### src/include/wisc_settings.svh
`ifndef WISC_SETTINGS_SVH
`define WISC_SETTINGS_SVH

// Core datapath sizing

`define WISC_WORD_WIDTH 16  // Data, address and instruction width

`define WISC_REG_COUNT 8  // R0 to R7, R7 doubles as link register

// Data memory holds words, the byte address drops bit 0
`define WISC_DMEM_WORDS 256

`endif

### src/design/wiscPkg.sv
`include "wisc_settings.svh"

package wiscPkg;

    typedef logic [`WISC_WORD_WIDTH-1:0] word_t;
    typedef logic [$clog2(`WISC_REG_COUNT)-1:0] regAddr_t;
    typedef logic [4:0] opcode_t;  // instr[15:11]
    typedef logic [2:0] aluOpr_t;

    // ALU operation classes
    localparam aluOpr_t oprAddLogic = 3'd0;  // add, sub, xor, andn
    localparam aluOpr_t oprShift = 3'd1;  // rol, sll, ror, srl
    localparam aluOpr_t oprCompare = 3'd2;  // seq, slt, sle, sco
    localparam aluOpr_t oprMemAddr = 3'd3;  // Rs + imm5
    localparam aluOpr_t oprBranch = 3'd4;  // Pass A
    localparam aluOpr_t oprBitRev = 3'd5;
    localparam aluOpr_t oprByteIns = 3'd6;  // slbi and lbi

    typedef struct packed {
        logic [1:0] regDst;  // 00 [7:5], 01 [10:8], 10 [4:2], 11 R7
        logic [1:0] regSrc;  // 00 PC+2, 01 mem, 10 ALU, 11 flag
        logic       regWrt;
        logic       memWrt;
        logic       zeroExt;
        logic [1:0] bSrc;  // 00 Rt, 01 imm5, 10 imm8
        logic       immSrc;  // Jump uses imm8 off Rs
        aluOpr_t    aluOpr;
        logic [1:0] aluFunct;
        logic       invA;
        logic       invB;
        logic       cin;
        logic       aluJmp;
        logic       branch;
        logic [1:0] branchCond;  // 00 eqz, 01 nez, 10 ltz, 11 gez
        logic       halt;
        logic       err;
    } ctrlBundle_t;

endpackage

### src/design/control.sv
`timescale 1ns/1ns

module control (
    input  wiscPkg::word_t       instr,
    output wiscPkg::ctrlBundle_t ctrl
);
    import wiscPkg::*;

    opcode_t opcode;
    logic [1:0] funct;
    logic [1:0] aluSel;  // Funct only in the two R-format groups

    assign opcode = instr[15:11];
    assign funct = instr[1:0];
    assign aluSel = (opcode[4:3] == 2'b11) ? funct : opcode[1:0];

    always_comb begin
        ctrl = '0;  // NOP bundle
        case (opcode)
            5'b00000: ctrl.halt = 1'b1;  // HALT
            5'b00001: begin  // NOP
            end
            5'b00010, 5'b00011: ctrl.err = 1'b1;  // siic and RTI not supported
            5'b00100: begin  // J
                ctrl.aluJmp = 1'b1;
            end
            5'b00101: begin  // JR
                ctrl.aluJmp = 1'b1;
                ctrl.immSrc = 1'b1;
            end
            5'b00110, 5'b00111: begin  // JAL, JALR
                ctrl.aluJmp = 1'b1;
                ctrl.immSrc = opcode[0];
                ctrl.regWrt = 1'b1;
                ctrl.regDst = 2'b11;
                ctrl.regSrc = 2'b00;
            end
            5'b01000, 5'b01001, 5'b01010, 5'b01011: begin  // ADDI, SUBI, XORI, ANDNI
                ctrl.regWrt = 1'b1;
                ctrl.regSrc = 2'b10;
                ctrl.regDst = 2'b00;
                ctrl.bSrc = 2'b01;
                ctrl.zeroExt = opcode[1];  // XORI, ANDNI
                ctrl.aluOpr = oprAddLogic;
                ctrl.aluFunct = aluSel;
                ctrl.invA = (aluSel == 2'b01);
                ctrl.cin = (aluSel == 2'b01);
                ctrl.invB = (aluSel == 2'b11);
            end
            5'b01100, 5'b01101, 5'b01110, 5'b01111: begin  // BEQZ, BNEZ, BLTZ, BGEZ
                ctrl.branch = 1'b1;
                ctrl.branchCond = opcode[1:0];
                ctrl.aluOpr = oprBranch;
            end
            5'b10000, 5'b10001, 5'b10011: begin  // ST, LD, STU
                ctrl.bSrc = 2'b01;
                ctrl.aluOpr = oprMemAddr;
                ctrl.memWrt = ~opcode[0] | opcode[1];
                ctrl.regWrt = opcode[0];
                ctrl.regSrc = opcode[1] ? 2'b10 : 2'b01;  // STU writes back the address
                ctrl.regDst = opcode[1] ? 2'b01 : 2'b00;
            end
            5'b10010: begin  // SLBI
                ctrl.regWrt = 1'b1;
                ctrl.regSrc = 2'b10;
                ctrl.regDst = 2'b01;
                ctrl.bSrc = 2'b10;
                ctrl.zeroExt = 1'b1;
                ctrl.aluOpr = oprByteIns;
                ctrl.aluFunct = 2'b00;
            end
            5'b10100, 5'b10101, 5'b10110, 5'b10111: begin  // ROLI, SLLI, RORI, SRLI
                ctrl.regWrt = 1'b1;
                ctrl.regSrc = 2'b10;
                ctrl.regDst = 2'b00;
                ctrl.bSrc = 2'b01;
                ctrl.zeroExt = 1'b1;
                ctrl.aluOpr = oprShift;
                ctrl.aluFunct = aluSel;
            end
            5'b11000: begin  // LBI
                ctrl.regWrt = 1'b1;
                ctrl.regSrc = 2'b10;
                ctrl.regDst = 2'b01;
                ctrl.bSrc = 2'b10;
                ctrl.aluOpr = oprByteIns;
                ctrl.aluFunct = 2'b01;  // Pass sign-extended imm8
            end
            5'b11001: begin  // BTR
                ctrl.regWrt = 1'b1;
                ctrl.regSrc = 2'b10;
                ctrl.regDst = 2'b10;
                ctrl.aluOpr = oprBitRev;
            end
            5'b11010: begin  // ROL, SLL, ROR, SRL
                ctrl.regWrt = 1'b1;
                ctrl.regSrc = 2'b10;
                ctrl.regDst = 2'b10;
                ctrl.aluOpr = oprShift;
                ctrl.aluFunct = aluSel;
            end
            5'b11011: begin  // ADD, SUB, XOR, ANDN
                ctrl.regWrt = 1'b1;
                ctrl.regSrc = 2'b10;
                ctrl.regDst = 2'b10;
                ctrl.aluOpr = oprAddLogic;
                ctrl.aluFunct = aluSel;
                ctrl.invA = (aluSel == 2'b01);
                ctrl.cin = (aluSel == 2'b01);
                ctrl.invB = (aluSel == 2'b11);
            end
            5'b11100, 5'b11101, 5'b11110, 5'b11111: begin  // SEQ, SLT, SLE, SCO
                ctrl.regWrt = 1'b1;
                ctrl.regSrc = 2'b11;
                ctrl.regDst = 2'b10;
                ctrl.aluOpr = oprCompare;
                ctrl.aluFunct = opcode[1:0];
            end
            default: ctrl.err = 1'b1;
        endcase
    end

endmodule

### src/design/regFile.sv
`timescale 1ns/1ns
`include "wisc_settings.svh"

module regFile (
    input  logic              clk,
    input  logic              rstN,
    input  wiscPkg::regAddr_t rdAddrA,
    input  wiscPkg::regAddr_t rdAddrB,
    input  logic              wrEn,
    input  wiscPkg::regAddr_t wrAddr,
    input  wiscPkg::word_t    wrData,
    output wiscPkg::word_t    rdDataA,
    output wiscPkg::word_t    rdDataB
);
    import wiscPkg::*;

    word_t regs [`WISC_REG_COUNT];

    // Reads see the value from before this edge
    assign rdDataA = regs[rdAddrA];
    assign rdDataB = regs[rdAddrB];

    always_ff @(posedge clk) begin
        if (rstN && wrEn) begin
            regs[wrAddr] <= wrData;
        end
    end

endmodule

### src/design/alu.sv
`timescale 1ns/1ns
`include "wisc_settings.svh"

module alu (
    input  wiscPkg::word_t   a,
    input  wiscPkg::word_t   b,
    input  wiscPkg::aluOpr_t aluOpr,
    input  logic [1:0]       aluFunct,
    input  logic             invA,
    input  logic             invB,
    input  logic             cin,
    output wiscPkg::word_t   result,
    output logic             flag
);
    import wiscPkg::*;

    word_t opA;
    word_t opB;
    word_t sum;
    word_t reversed;
    logic carry;
    logic [3:0] shAmt;
    logic [2*`WISC_WORD_WIDTH-1:0] rolWide;
    logic [2*`WISC_WORD_WIDTH-1:0] rorWide;

    assign opA = invA ? ~a : a;
    assign opB = invB ? ~b : b;
    assign {carry, sum} = opA + opB + cin;

    assign shAmt = b[3:0];
    assign rolWide = {a, a} << shAmt;
    assign rorWide = {a, a} >> shAmt;

    always_comb begin
        for (int i = 0; i < `WISC_WORD_WIDTH; i++) begin
            reversed[i] = a[`WISC_WORD_WIDTH-1-i];
        end
    end

    always_comb begin
        result = sum;
        flag = 1'b0;
        case (aluOpr)
            oprAddLogic: begin
                case (aluFunct)
                    2'b10: result = opA ^ opB;
                    2'b11: result = opA & opB;  // B already inverted
                    default: result = sum;  // Add, reversed subtract
                endcase
            end
            oprShift: begin
                case (aluFunct)
                    2'b00: result = rolWide[2*`WISC_WORD_WIDTH-1:`WISC_WORD_WIDTH];
                    2'b01: result = a << shAmt;
                    2'b10: result = rorWide[`WISC_WORD_WIDTH-1:0];
                    default: result = a >> shAmt;
                endcase
            end
            oprCompare: begin
                case (aluFunct)
                    2'b00: flag = (a == b);
                    2'b01: flag = ($signed(a) < $signed(b));
                    2'b10: flag = ($signed(a) <= $signed(b));
                    default: flag = carry;  // SCO
                endcase
            end
            oprMemAddr: result = sum;
            oprBranch: result = a;
            oprBitRev: result = reversed;
            oprByteIns: result = aluFunct[0] ? b : ({a[7:0], 8'h00} | b);
            default: result = sum;
        endcase
    end

endmodule

### src/design/branchUnit.sv
`timescale 1ns/1ns
`include "wisc_settings.svh"

module branchUnit (
    input  wiscPkg::word_t       pc,
    input  wiscPkg::word_t       rsData,
    input  wiscPkg::word_t       instr,
    input  wiscPkg::ctrlBundle_t ctrl,
    output wiscPkg::word_t       nextPc,
    output logic                 taken
);
    import wiscPkg::*;

    word_t pcPlus2;
    word_t imm8Ext;
    word_t disp11Ext;
    logic condMet;
    logic rsNeg;

    assign pcPlus2 = pc + word_t'(2);
    assign imm8Ext = {{8{instr[7]}}, instr[7:0]};
    assign disp11Ext = {{5{instr[10]}}, instr[10:0]};
    assign rsNeg = rsData[`WISC_WORD_WIDTH-1];

    always_comb begin
        case (ctrl.branchCond)
            2'b00: condMet = (rsData == '0);
            2'b01: condMet = (rsData != '0);
            2'b10: condMet = rsNeg;
            default: condMet = ~rsNeg;
        endcase
    end

    assign taken = ctrl.aluJmp | (ctrl.branch & condMet);

    always_comb begin
        if (ctrl.aluJmp && ctrl.immSrc) begin
            nextPc = rsData + imm8Ext;  // JR, JALR
        end else if (ctrl.aluJmp) begin
            nextPc = pcPlus2 + disp11Ext;
        end else if (taken) begin
            nextPc = pcPlus2 + imm8Ext;
        end else begin
            nextPc = pcPlus2;
        end
    end

endmodule

### src/design/dataMem.sv
`timescale 1ns/1ns
`include "wisc_settings.svh"

module dataMem (
    input  logic           clk,
    input  wiscPkg::word_t addr,
    input  logic           wrEn,
    input  wiscPkg::word_t wrData,
    output wiscPkg::word_t rdData
);
    import wiscPkg::*;

    localparam int addrBits = $clog2(`WISC_DMEM_WORDS);

    word_t mem [`WISC_DMEM_WORDS];
    logic [addrBits-1:0] wordIdx;

    // Byte address, upper bits wrap
    assign wordIdx = addr[addrBits:1];

    assign rdData = mem[wordIdx];

    always_ff @(posedge clk) begin
        if (wrEn) begin
            mem[wordIdx] <= wrData;
        end
    end

endmodule

### src/design/wiscCore.sv
`timescale 1ns/1ns
`include "wisc_settings.svh"

module wiscCore (
    input  logic              clk,
    input  logic              rstN,
    input  wiscPkg::word_t    instr,
    output wiscPkg::word_t    pc,
    output logic              regWrtEn,
    output wiscPkg::regAddr_t regWrtAddr,
    output wiscPkg::word_t    regWrtData,
    output logic              memWrtEn,
    output wiscPkg::word_t    memAddr,
    output wiscPkg::word_t    memWrtData,
    output logic              halted,
    output logic              err
);
    import wiscPkg::*;

    ctrlBundle_t ctrl;
    word_t rdDataA;
    word_t rdDataB;
    word_t imm5Ext;
    word_t imm8Ext;
    word_t opB;
    word_t aluResult;
    word_t memRdData;
    word_t nextPc;
    word_t pcPlus2;
    logic aluFlag;
    logic active;

    control uControl (.instr(instr), .ctrl(ctrl));

    regFile uRegFile (
        .clk(clk), .rstN(rstN),
        .rdAddrA(instr[10:8]), .rdAddrB(instr[7:5]),
        .wrEn(regWrtEn), .wrAddr(regWrtAddr), .wrData(regWrtData),
        .rdDataA(rdDataA), .rdDataB(rdDataB)
    );

    assign imm5Ext = ctrl.zeroExt ? {11'b0, instr[4:0]} : {{11{instr[4]}}, instr[4:0]};
    assign imm8Ext = ctrl.zeroExt ? {8'b0, instr[7:0]} : {{8{instr[7]}}, instr[7:0]};

    always_comb begin
        case (ctrl.bSrc)
            2'b01: opB = imm5Ext;
            2'b10: opB = imm8Ext;
            default: opB = rdDataB;  // Rt
        endcase
    end

    alu uAlu (
        .a(rdDataA), .b(opB), .aluOpr(ctrl.aluOpr), .aluFunct(ctrl.aluFunct),
        .invA(ctrl.invA), .invB(ctrl.invB), .cin(ctrl.cin),
        .result(aluResult), .flag(aluFlag)
    );

    branchUnit uBranch (
        .pc(pc), .rsData(rdDataA), .instr(instr), .ctrl(ctrl),
        .nextPc(nextPc), .taken()
    );

    dataMem uDataMem (
        .clk(clk), .addr(aluResult), .wrEn(memWrtEn),
        .wrData(rdDataB), .rdData(memRdData)
    );

    assign pcPlus2 = pc + word_t'(2);  // Link value
    assign active = rstN & ~halted;
    assign regWrtEn = ctrl.regWrt & active;
    assign memWrtEn = ctrl.memWrt & active;
    assign memAddr = aluResult;
    assign memWrtData = rdDataB;  // Rd field of ST and STU

    always_comb begin
        case (ctrl.regDst)
            2'b00: regWrtAddr = instr[7:5];
            2'b01: regWrtAddr = instr[10:8];
            2'b10: regWrtAddr = instr[4:2];
            default: regWrtAddr = regAddr_t'(`WISC_REG_COUNT - 1);  // R7
        endcase
        case (ctrl.regSrc)
            2'b00: regWrtData = pcPlus2;
            2'b01: regWrtData = memRdData;
            2'b10: regWrtData = aluResult;
            default: regWrtData = word_t'(aluFlag);
        endcase
    end

    always_ff @(posedge clk) begin
        if (!rstN) begin
            pc <= '0;
            halted <= 1'b0;
            err <= 1'b0;
        end else if (!halted) begin
            if (ctrl.halt || ctrl.err) begin
                halted <= 1'b1;  // PC stays on the stopping instruction
            end else begin
                pc <= nextPc;
            end
            if (ctrl.err) begin
                err <= 1'b1;
            end
        end
    end

endmodule

### config.mk
export PLATFORM = sky130hd
export DESIGN_NAME = wiscCore
export DESIGN_NICKNAME = d
export VERILOG_FILES = /design/src/design/wiscPkg.sv /design/src/design/control.sv /design/src/design/regFile.sv /design/src/design/alu.sv /design/src/design/branchUnit.sv /design/src/design/dataMem.sv /design/src/design/wiscCore.sv
export VERILOG_INCLUDE_DIRS = /design/src /design/src/include
export SDC_FILE = /design/constraint.sdc
export NUM_CORES = 2
export LEC_CHECK = 0
export ABC_AREA = 0
export BUFFER_PORTS_ARGS = -buffer_cell sky130_fd_sc_hd__buf_2
export CAP_MARGIN = 20
export CORE_ASPECT_RATIO = 1.4
export CORE_UTILIZATION = 38
export DETAILED_ROUTE_END_ITERATION = 10
export HOLD_SLACK_MARGIN = 0.12
export PLACE_DENSITY = 0.53
export SLEW_MARGIN = 0
export SYNTH_ARGS = -nofsm -noshare
export SYNTH_HDL_FRONTEND = slang
export SYNTH_MEMORY_MAX_BITS = 65536
export SYNTH_SLANG_ARGS = --single-unit
### constraint.sdc
create_clock -name clk -period 16.2 [get_ports clk]
set_input_delay 2.43 -clock clk [delete_from_list [all_inputs] [get_ports clk]]
set_output_delay 2.43 -clock clk [all_outputs]
set_load 0.02 [all_outputs]
---- Yosys cells after proc, flatten, opt, wreduce, memory -nomap -nowiden ----
Memory sizes are Yosys's and may differ from the RTL's.
Index checks and enable logic that the tools add are counted.
cells by class
  reductions and logical operators ........ 28
  bitwise logic cells ..................... 15
  shifts and indexed selects .............. 4
  muxes and demuxes ....................... 38
  magnitude comparators ................... 2
  $add $sub $neg .......................... 6
  equal/unequal tests ..................... 50
operators by type and width
  kind                                                              count
  16-bit two-way mux                                                8
  16-bit case mux with 3 select lines                               2
  5-bit == test (second input constant)                             16
  16-bit case mux with 5 select lines                               1
  16-bit case mux with 2 select lines                               2
  16-bit adder                                                      3
  5-bit by 4-bit == test with 1-bit output (second input constant)  8
  16-bit NOT                                                        2
  32-bit by 4-bit left shift with 32-bit output                     1
  32-bit by 4-bit right shift with 16-bit output                    1
  5-bit case mux with 6 select lines                                1
  5-bit by 3-bit == test with 1-bit output (second input constant)  4
  3-bit case mux with 6 select lines                                1
  16-bit by 16-bit adder with 17-bit output                         1
  17-bit by 1-bit adder with 17-bit output                          1
  16-bit by 2-bit adder with 16-bit output (second input constant)  1
  16-bit AND                                                        1
  16-bit == test                                                    1
  2-bit == test (second input constant)                             8
  16-bit less-or-equal comparator                                   1
  16-bit logical NOT                                                1
  16-bit less-than comparator                                       1
  16-bit OR                                                         1
  16-bit nonzero test                                               1
  32 further kinds                                                  75
storage, ports and cells
  input port bits ......................... 18
  register bits ........................... 18
  bits in writable memories ............... 4224
  memories kept ........................... 2
  output and inout port bits .............. 71
memories
  name           words  bits a word  rd ports  clocked after memory_dff  wr ports  RTL line       source
  uDataMem.mem   256    16           1         0                         1         dataMem.sv:15  word_t mem [`WISC_DMEM_WORDS];
  uRegFile.regs  8      16           2         0                         1         regFile.sv:17  word_t regs [`WISC_REG_COUNT];

---- Depth between registers and ports, before layout ----
An unclocked memory read counts as a cell.
  depth in word-level cells ............... 13
  gate-level depth with buffers ........... 39
  gate-level depth less buffers ........... 29

---- Modules after synthesis ----
From an unflattened synthesis, not the netlist that was laid out.
unflattened totals
  cell total of the unflattened synthesis .. 8224
  area total of the unflattened synthesis .. 170160.7 um^2
modules (own cells, without submodules)
  module      cells each  area each (um^2)  times used
  dataMem     6711        155078.7          1
  regFile     255         6047.0            1
  alu         613         4426.7            1
  branchUnit  351         2531.2            1
  wiscCore    224         1572.8            1
  control     70          504.2             1

---- Least setup slack after synthesis ----
No wires, ideal clock.
  kind .................................... input -> output
  start point ............................. input port instr[5]
  end point ............................... output port regWrtData[9]
  slack ................................... 3.260 ns
  cell stages on the path ................. 29
  data arrival time ....................... 10.510 ns
  path through ............................ buf_6 -> buf_6 -> mux2_1 -> mux4_2 -> a22o_1 -> buf_6 -> clkinv_4 -> buf_2 -> buf_2 -> buf_1 -> buf_1 -> xnor2_1 -> ha_1 -> nor2b_1 -> o21ai_0 -> a21boi_0 -> o31ai_1 -> a221o_1 -> a21oi_1 -> and3_1 -> a221o_1 -> clkinv_1 -> nor3_1 -> clkbuf_1 -> nand4_1 -> clkbuf_1 -> nor2_1 -> or4_1 -> o31ai_1
on the way
  word-level cells in the longest chain between the ends .. 10
RTL lines
  item                                       RTL line        source
  start, declared                            wiscCore.sv:7   input wiscPkg::word_t instr,
  memory read 8 x 16 bit *                   n/a
  named net memWrtData[2]                    wiscCore.sv:14  output wiscPkg::word_t memWrtData,
  16-bit case mux with 2 select lines *      wiscCore.sv:46  case (ctrl.bSrc)
  16-bit NOT                                 alu.sv:27       assign opB = invB ? ~b : b;
  16-bit two-way mux                         alu.sv:27
  16-bit by 16-bit adder with 17-bit output  alu.sv:28       assign {carry, sum} = opA + opB + cin;
  17-bit by 1-bit adder with 17-bit output   alu.sv:28
  16-bit case mux with 2 select lines        alu.sv:45       case (aluFunct)
  16-bit case mux with 5 select lines *      alu.sv:43       case (aluOpr)
  named net memAddr[6]                       wiscCore.sv:13  output wiscPkg::word_t memAddr,
  memory read 256 x 16 bit *                 n/a
  16-bit case mux with 3 select lines *      wiscCore.sv:83  case (ctrl.regSrc)
  end, declared                              wiscCore.sv:11  output wiscPkg::word_t regWrtData,
Mark *: on every way through the listed nets, which the timed path passes. The rest lies on a longest branch.

---- Worst setup path in the final report ----
  start point ............................. input port instr[12]
  end point ............................... output port regWrtData[15]
on the way
  word-level cells in the longest chain between the ends .. 13
RTL lines
  item                                                                                      RTL line        source
  5-bit by 4-bit == test with 1-bit output or 5-bit == test (tied branches)                 control.sv:19   case (opcode)
  11-bit OR reduction (no line) (tied with other cells)                                     n/a
  2-bit case mux with 2 select lines or 1-bit case mux with 2 select lines (tied branches)  control.sv:19
  2-bit == test (tied with other cells)                                                     wiscCore.sv:46
  16-bit case mux with 2 select lines                                                       wiscCore.sv:46
  16-bit NOT                                                                                alu.sv:27
  16-bit two-way mux                                                                        alu.sv:27
  16-bit by 16-bit adder with 17-bit output                                                 alu.sv:28
  17-bit by 1-bit adder with 17-bit output                                                  alu.sv:28
  16-bit case mux with 2 select lines                                                       alu.sv:45
  16-bit case mux with 5 select lines                                                       alu.sv:43
  memory read 256 x 16 bit                                                                  n/a
  16-bit case mux with 3 select lines *                                                     wiscCore.sv:83
Mark *: on every way between the ends. The rest lies on a longest branch, timed or not.

==> summary.txt <==
Placement
  – DP HPWL: 398.6 mm
  – GPL Wtd Cong: between 0.9 and 1
  – Post-Place Setup Slack: between 0.3 and 0.4 ns
  – PortBufs: between 80 and 90

Timing
  – Slew of the pin with the lowest slew margin: between 1 and 1.5 ns
  – Fin. max-slew vios: 0
  – Fmax: 63.12 MHz
  – Slew margin rel.: 0.1494
  – Final WS setup: 0.3578 ns
  – Final Hold Fails: 0
  – Final Cycle Share: 0.9779
  – Layout Skew: between 0.06 and 0.07 ns
  – Final Critical Period: between 15 and 20 ns
  – Finish-stage setup viols: 0
  – Total negative slack: 0 ns
  – RSZ-0062 raised after global routing: no
  – Worst-case hold slack: approximately 0.52 ns

Global routing
  – Initial antenna violation count: 48
  – Gr usage total: 0.2651
  – Vias in the first global route: around 110k
  – First-pass GRT wire length: approximately 890 mm
  – Largest net degree at the start of global routing: 148
  – Overflow after GRT: 0

Floorplanning
  – Die Wd: 579.8 µm
  – Initial Utilization: 0.3821
  – Ports: just under 90
  – Die Y-Extent: between 800 and 900 µm
  – Die Footprint: around 470000 µm²
  – Row count: 296
  – Core Region: approximately 460000 µm²

CTS
  – CTS tree: done
  – H-tree depth: 5
  – Worst-skew pair later-pin latency: approximately 1.1 ns
  – Post-cts hold buffer count: 0
  – Reg clk slew, reported paths: 0.06 ns
  – CTS sink cnt: around 4200
  – Root Buffer: clkbuf_16
  – TritonCTS buffer count: between 400 and 500
  – Post CTS Setup Buffer Count: 0
  – Resize count post-CTS: 0
  – Longest Clk Path Bufs: 4

Pwr
  – Power Total: between 30 and 40 mW
  – Worst vdd ir: 0.1214 mV
  – PwrDens: approximately 150 nW/µm²
  – Leakage Power: roughly 69 nW

Critical path
  – Most frequent CP cell: buf_4
  – Critical Path Sink Type: output pin
  – Slowest CP cell: a22oi_1
  – Setup CP Type: in2out
  – Number of buffers and inverters on the critical path: 9
  – Critical Path RT: approximately 14 ns
  – CP Max Fanout: roughly 120
  – Worst path max stage delay: approximately 0.97 ns
  – Top Family by Delay on Critical Path: simple AND/OR/NAND/NOR gates
  – Critical path arrival: ~13 ns
  – CP Launch Type: primary input

Yosys
  – Synth area leader: edfxtp_1
  – Mapped Cells: approximately 14000
  – Asr flop ratio synth: 0
  – Main area contributors after synthesis: edfxtp_1 71%, nand2_1 8.7%, nand3_1 3.4%, a311oi_1 2.9%, and3_1 1.6%
  – Yosys Warn Count: 0
  – Synth unique cells: roughly 100
  – Mapped cell area: 177600 µm²
  – Post-synthesis sequential area ratio: 0.7161
  – Post-Syn Nets: roughly 14000
  – Mapped Avg Cell Area: between 10 and 15 µm²
  – Yosys top cell area share: 0.7141
  – EDFF count, synth: between 4000 and 5000
  – Most used flip-flop cell after synthesis: edfxtp_1
  – Yosys reg bits: roughly 4200

Hold path
  – Min-Delay Path Class: reg2reg

Layout
  – Most frequent cells in the layout: 4224 x edfxtp_1, 4118 x nand2_1, 1209 x nand3_1
  – Area growth, synth to finish: 13.31%
  – Layout fillers: roughly 42000
  – Share of cells above drive strength 1: 0.1144
  – Final nets: approximately 14000
  – Commonest non-fill, non-tap cell in the layout: edfxtp_1

Routing
  – DR pass1 iterations: 7
  – DR vias/cell: around 5.9
  – Via count: approximately 120k
  – Drt wl/cell: between 30 and 40 µm
  – WL final: roughly 640 mm
  – Drt first-iter violations: around 15000
  – ANT nets after route: 0
  – Drc violations: 0

Job
  – # Max-Cap Violations: 0

Run status
  – Status: completed
==> worst min-delay path, stage by stage, from the launching register on <==
cell      delay, ns
dfxtp_1        0.34
nand2_1        0.06
a21boi_0       0.07
==> final cells by class <==
| cell class | instances | area [µm²] | area share |
|---|---|---|---|
| clock buffers | 491 | 10800 | 0.05365 |
| multi-input cells | 8572 | 45920 | 0.2282 |
| flip-flops and latches | 4242 | 127200 | 0.6320 |
| well taps | 6109 | 7644 | 0.03798 |
| repair buffers | 818 | 6909 | 0.03433 |
| clock inverters | 257 | 2359 | 0.01172 |
| inverters | 55 | 277.8 | 0.001380 |
| diodes | 63 | 157.7 | 0.0007833 |
==> worst paths after layout <==
path	start	to	slack (ns)	depth (start not counted)
worst max-delay path	instr[12]	regWrtData[15]	0.36	32
worst min-delay path	pc[4]	pc[4]	0.52	2
worst max register to register	uRegFile.regs[7][2]	uRegFile.regs[0][15]	5.66	24
worst min register to register	pc[4]	pc[4]	0.52	2
==> report_power, final <==
group          switching [mW]  total, mW  internal [mW]
registers              0.0135       12.3           12.3
logic                    6.16       8.23           2.07
clock network            4.27       9.62           5.35
total                    10.4       30.2           19.7
==> state kept, by name, indices dropped and copies added (netlist names) <==
signal and flops:
err 1, halted 1, pc 16, uDataMem.mem 4096, uRegFile.regs 128
==> logic make-up after synthesis <==
group | synth area share
AND/OR/NAND/NOR | 0.1530
flip-flops | 0.7161
AO/OA/AOI/OAI | 0.07510
buffers and inverters | 0.02868
multiplexers | 0.01739
XOR/XNOR | 0.004389
adder cells (fa/ha/maj) | 0.005325
==> per-stage QoR <==
step,instances,utilization,cell area [µm²]
after detailed placement,19780,0.4040,187800
after CTS,20530,0.4323,200900
after global routing,20590,0.4329,201200
after global placement,19750,0.4031,187400
after floorplan,13860,-,177600
final,20610,0.4330,201300
==> Yosys cell counts, types with 59 or more instances <==
library cell / n
buf_4: 112
mux2i_1: 133
nor2_1: 401
nand2_1: 4136
and3_1: 448
a22oi_1: 77
a211oi_1: 59
edfxtp_1: 4224
buf_1: 72
nand3_1: 1209
a311oi_1: 582
a21oi_1: 184
o21ai_0: 141
clkbuf_1: 278
buf_2: 514
ha_1: 70
a31oi_1: 303
xnor2_1: 66
==> routing by layer <==
| layer | up-vias | global-route usage | wire (µm) |
|---|---|---|---|
| met5 | - | 0 | 121 |
| met4 | 18 | 0.1573 | 41970 |
| met3 | 1242 | 0.04203 | 50440 |
| met2 | 5566 | 0.4299 | 303400 |
| met1 | 61820 | 0.3358 | 245600 |
| li1 | 52140 | - | - |
No activity file was read; power rests on OpenSTA's default activity.
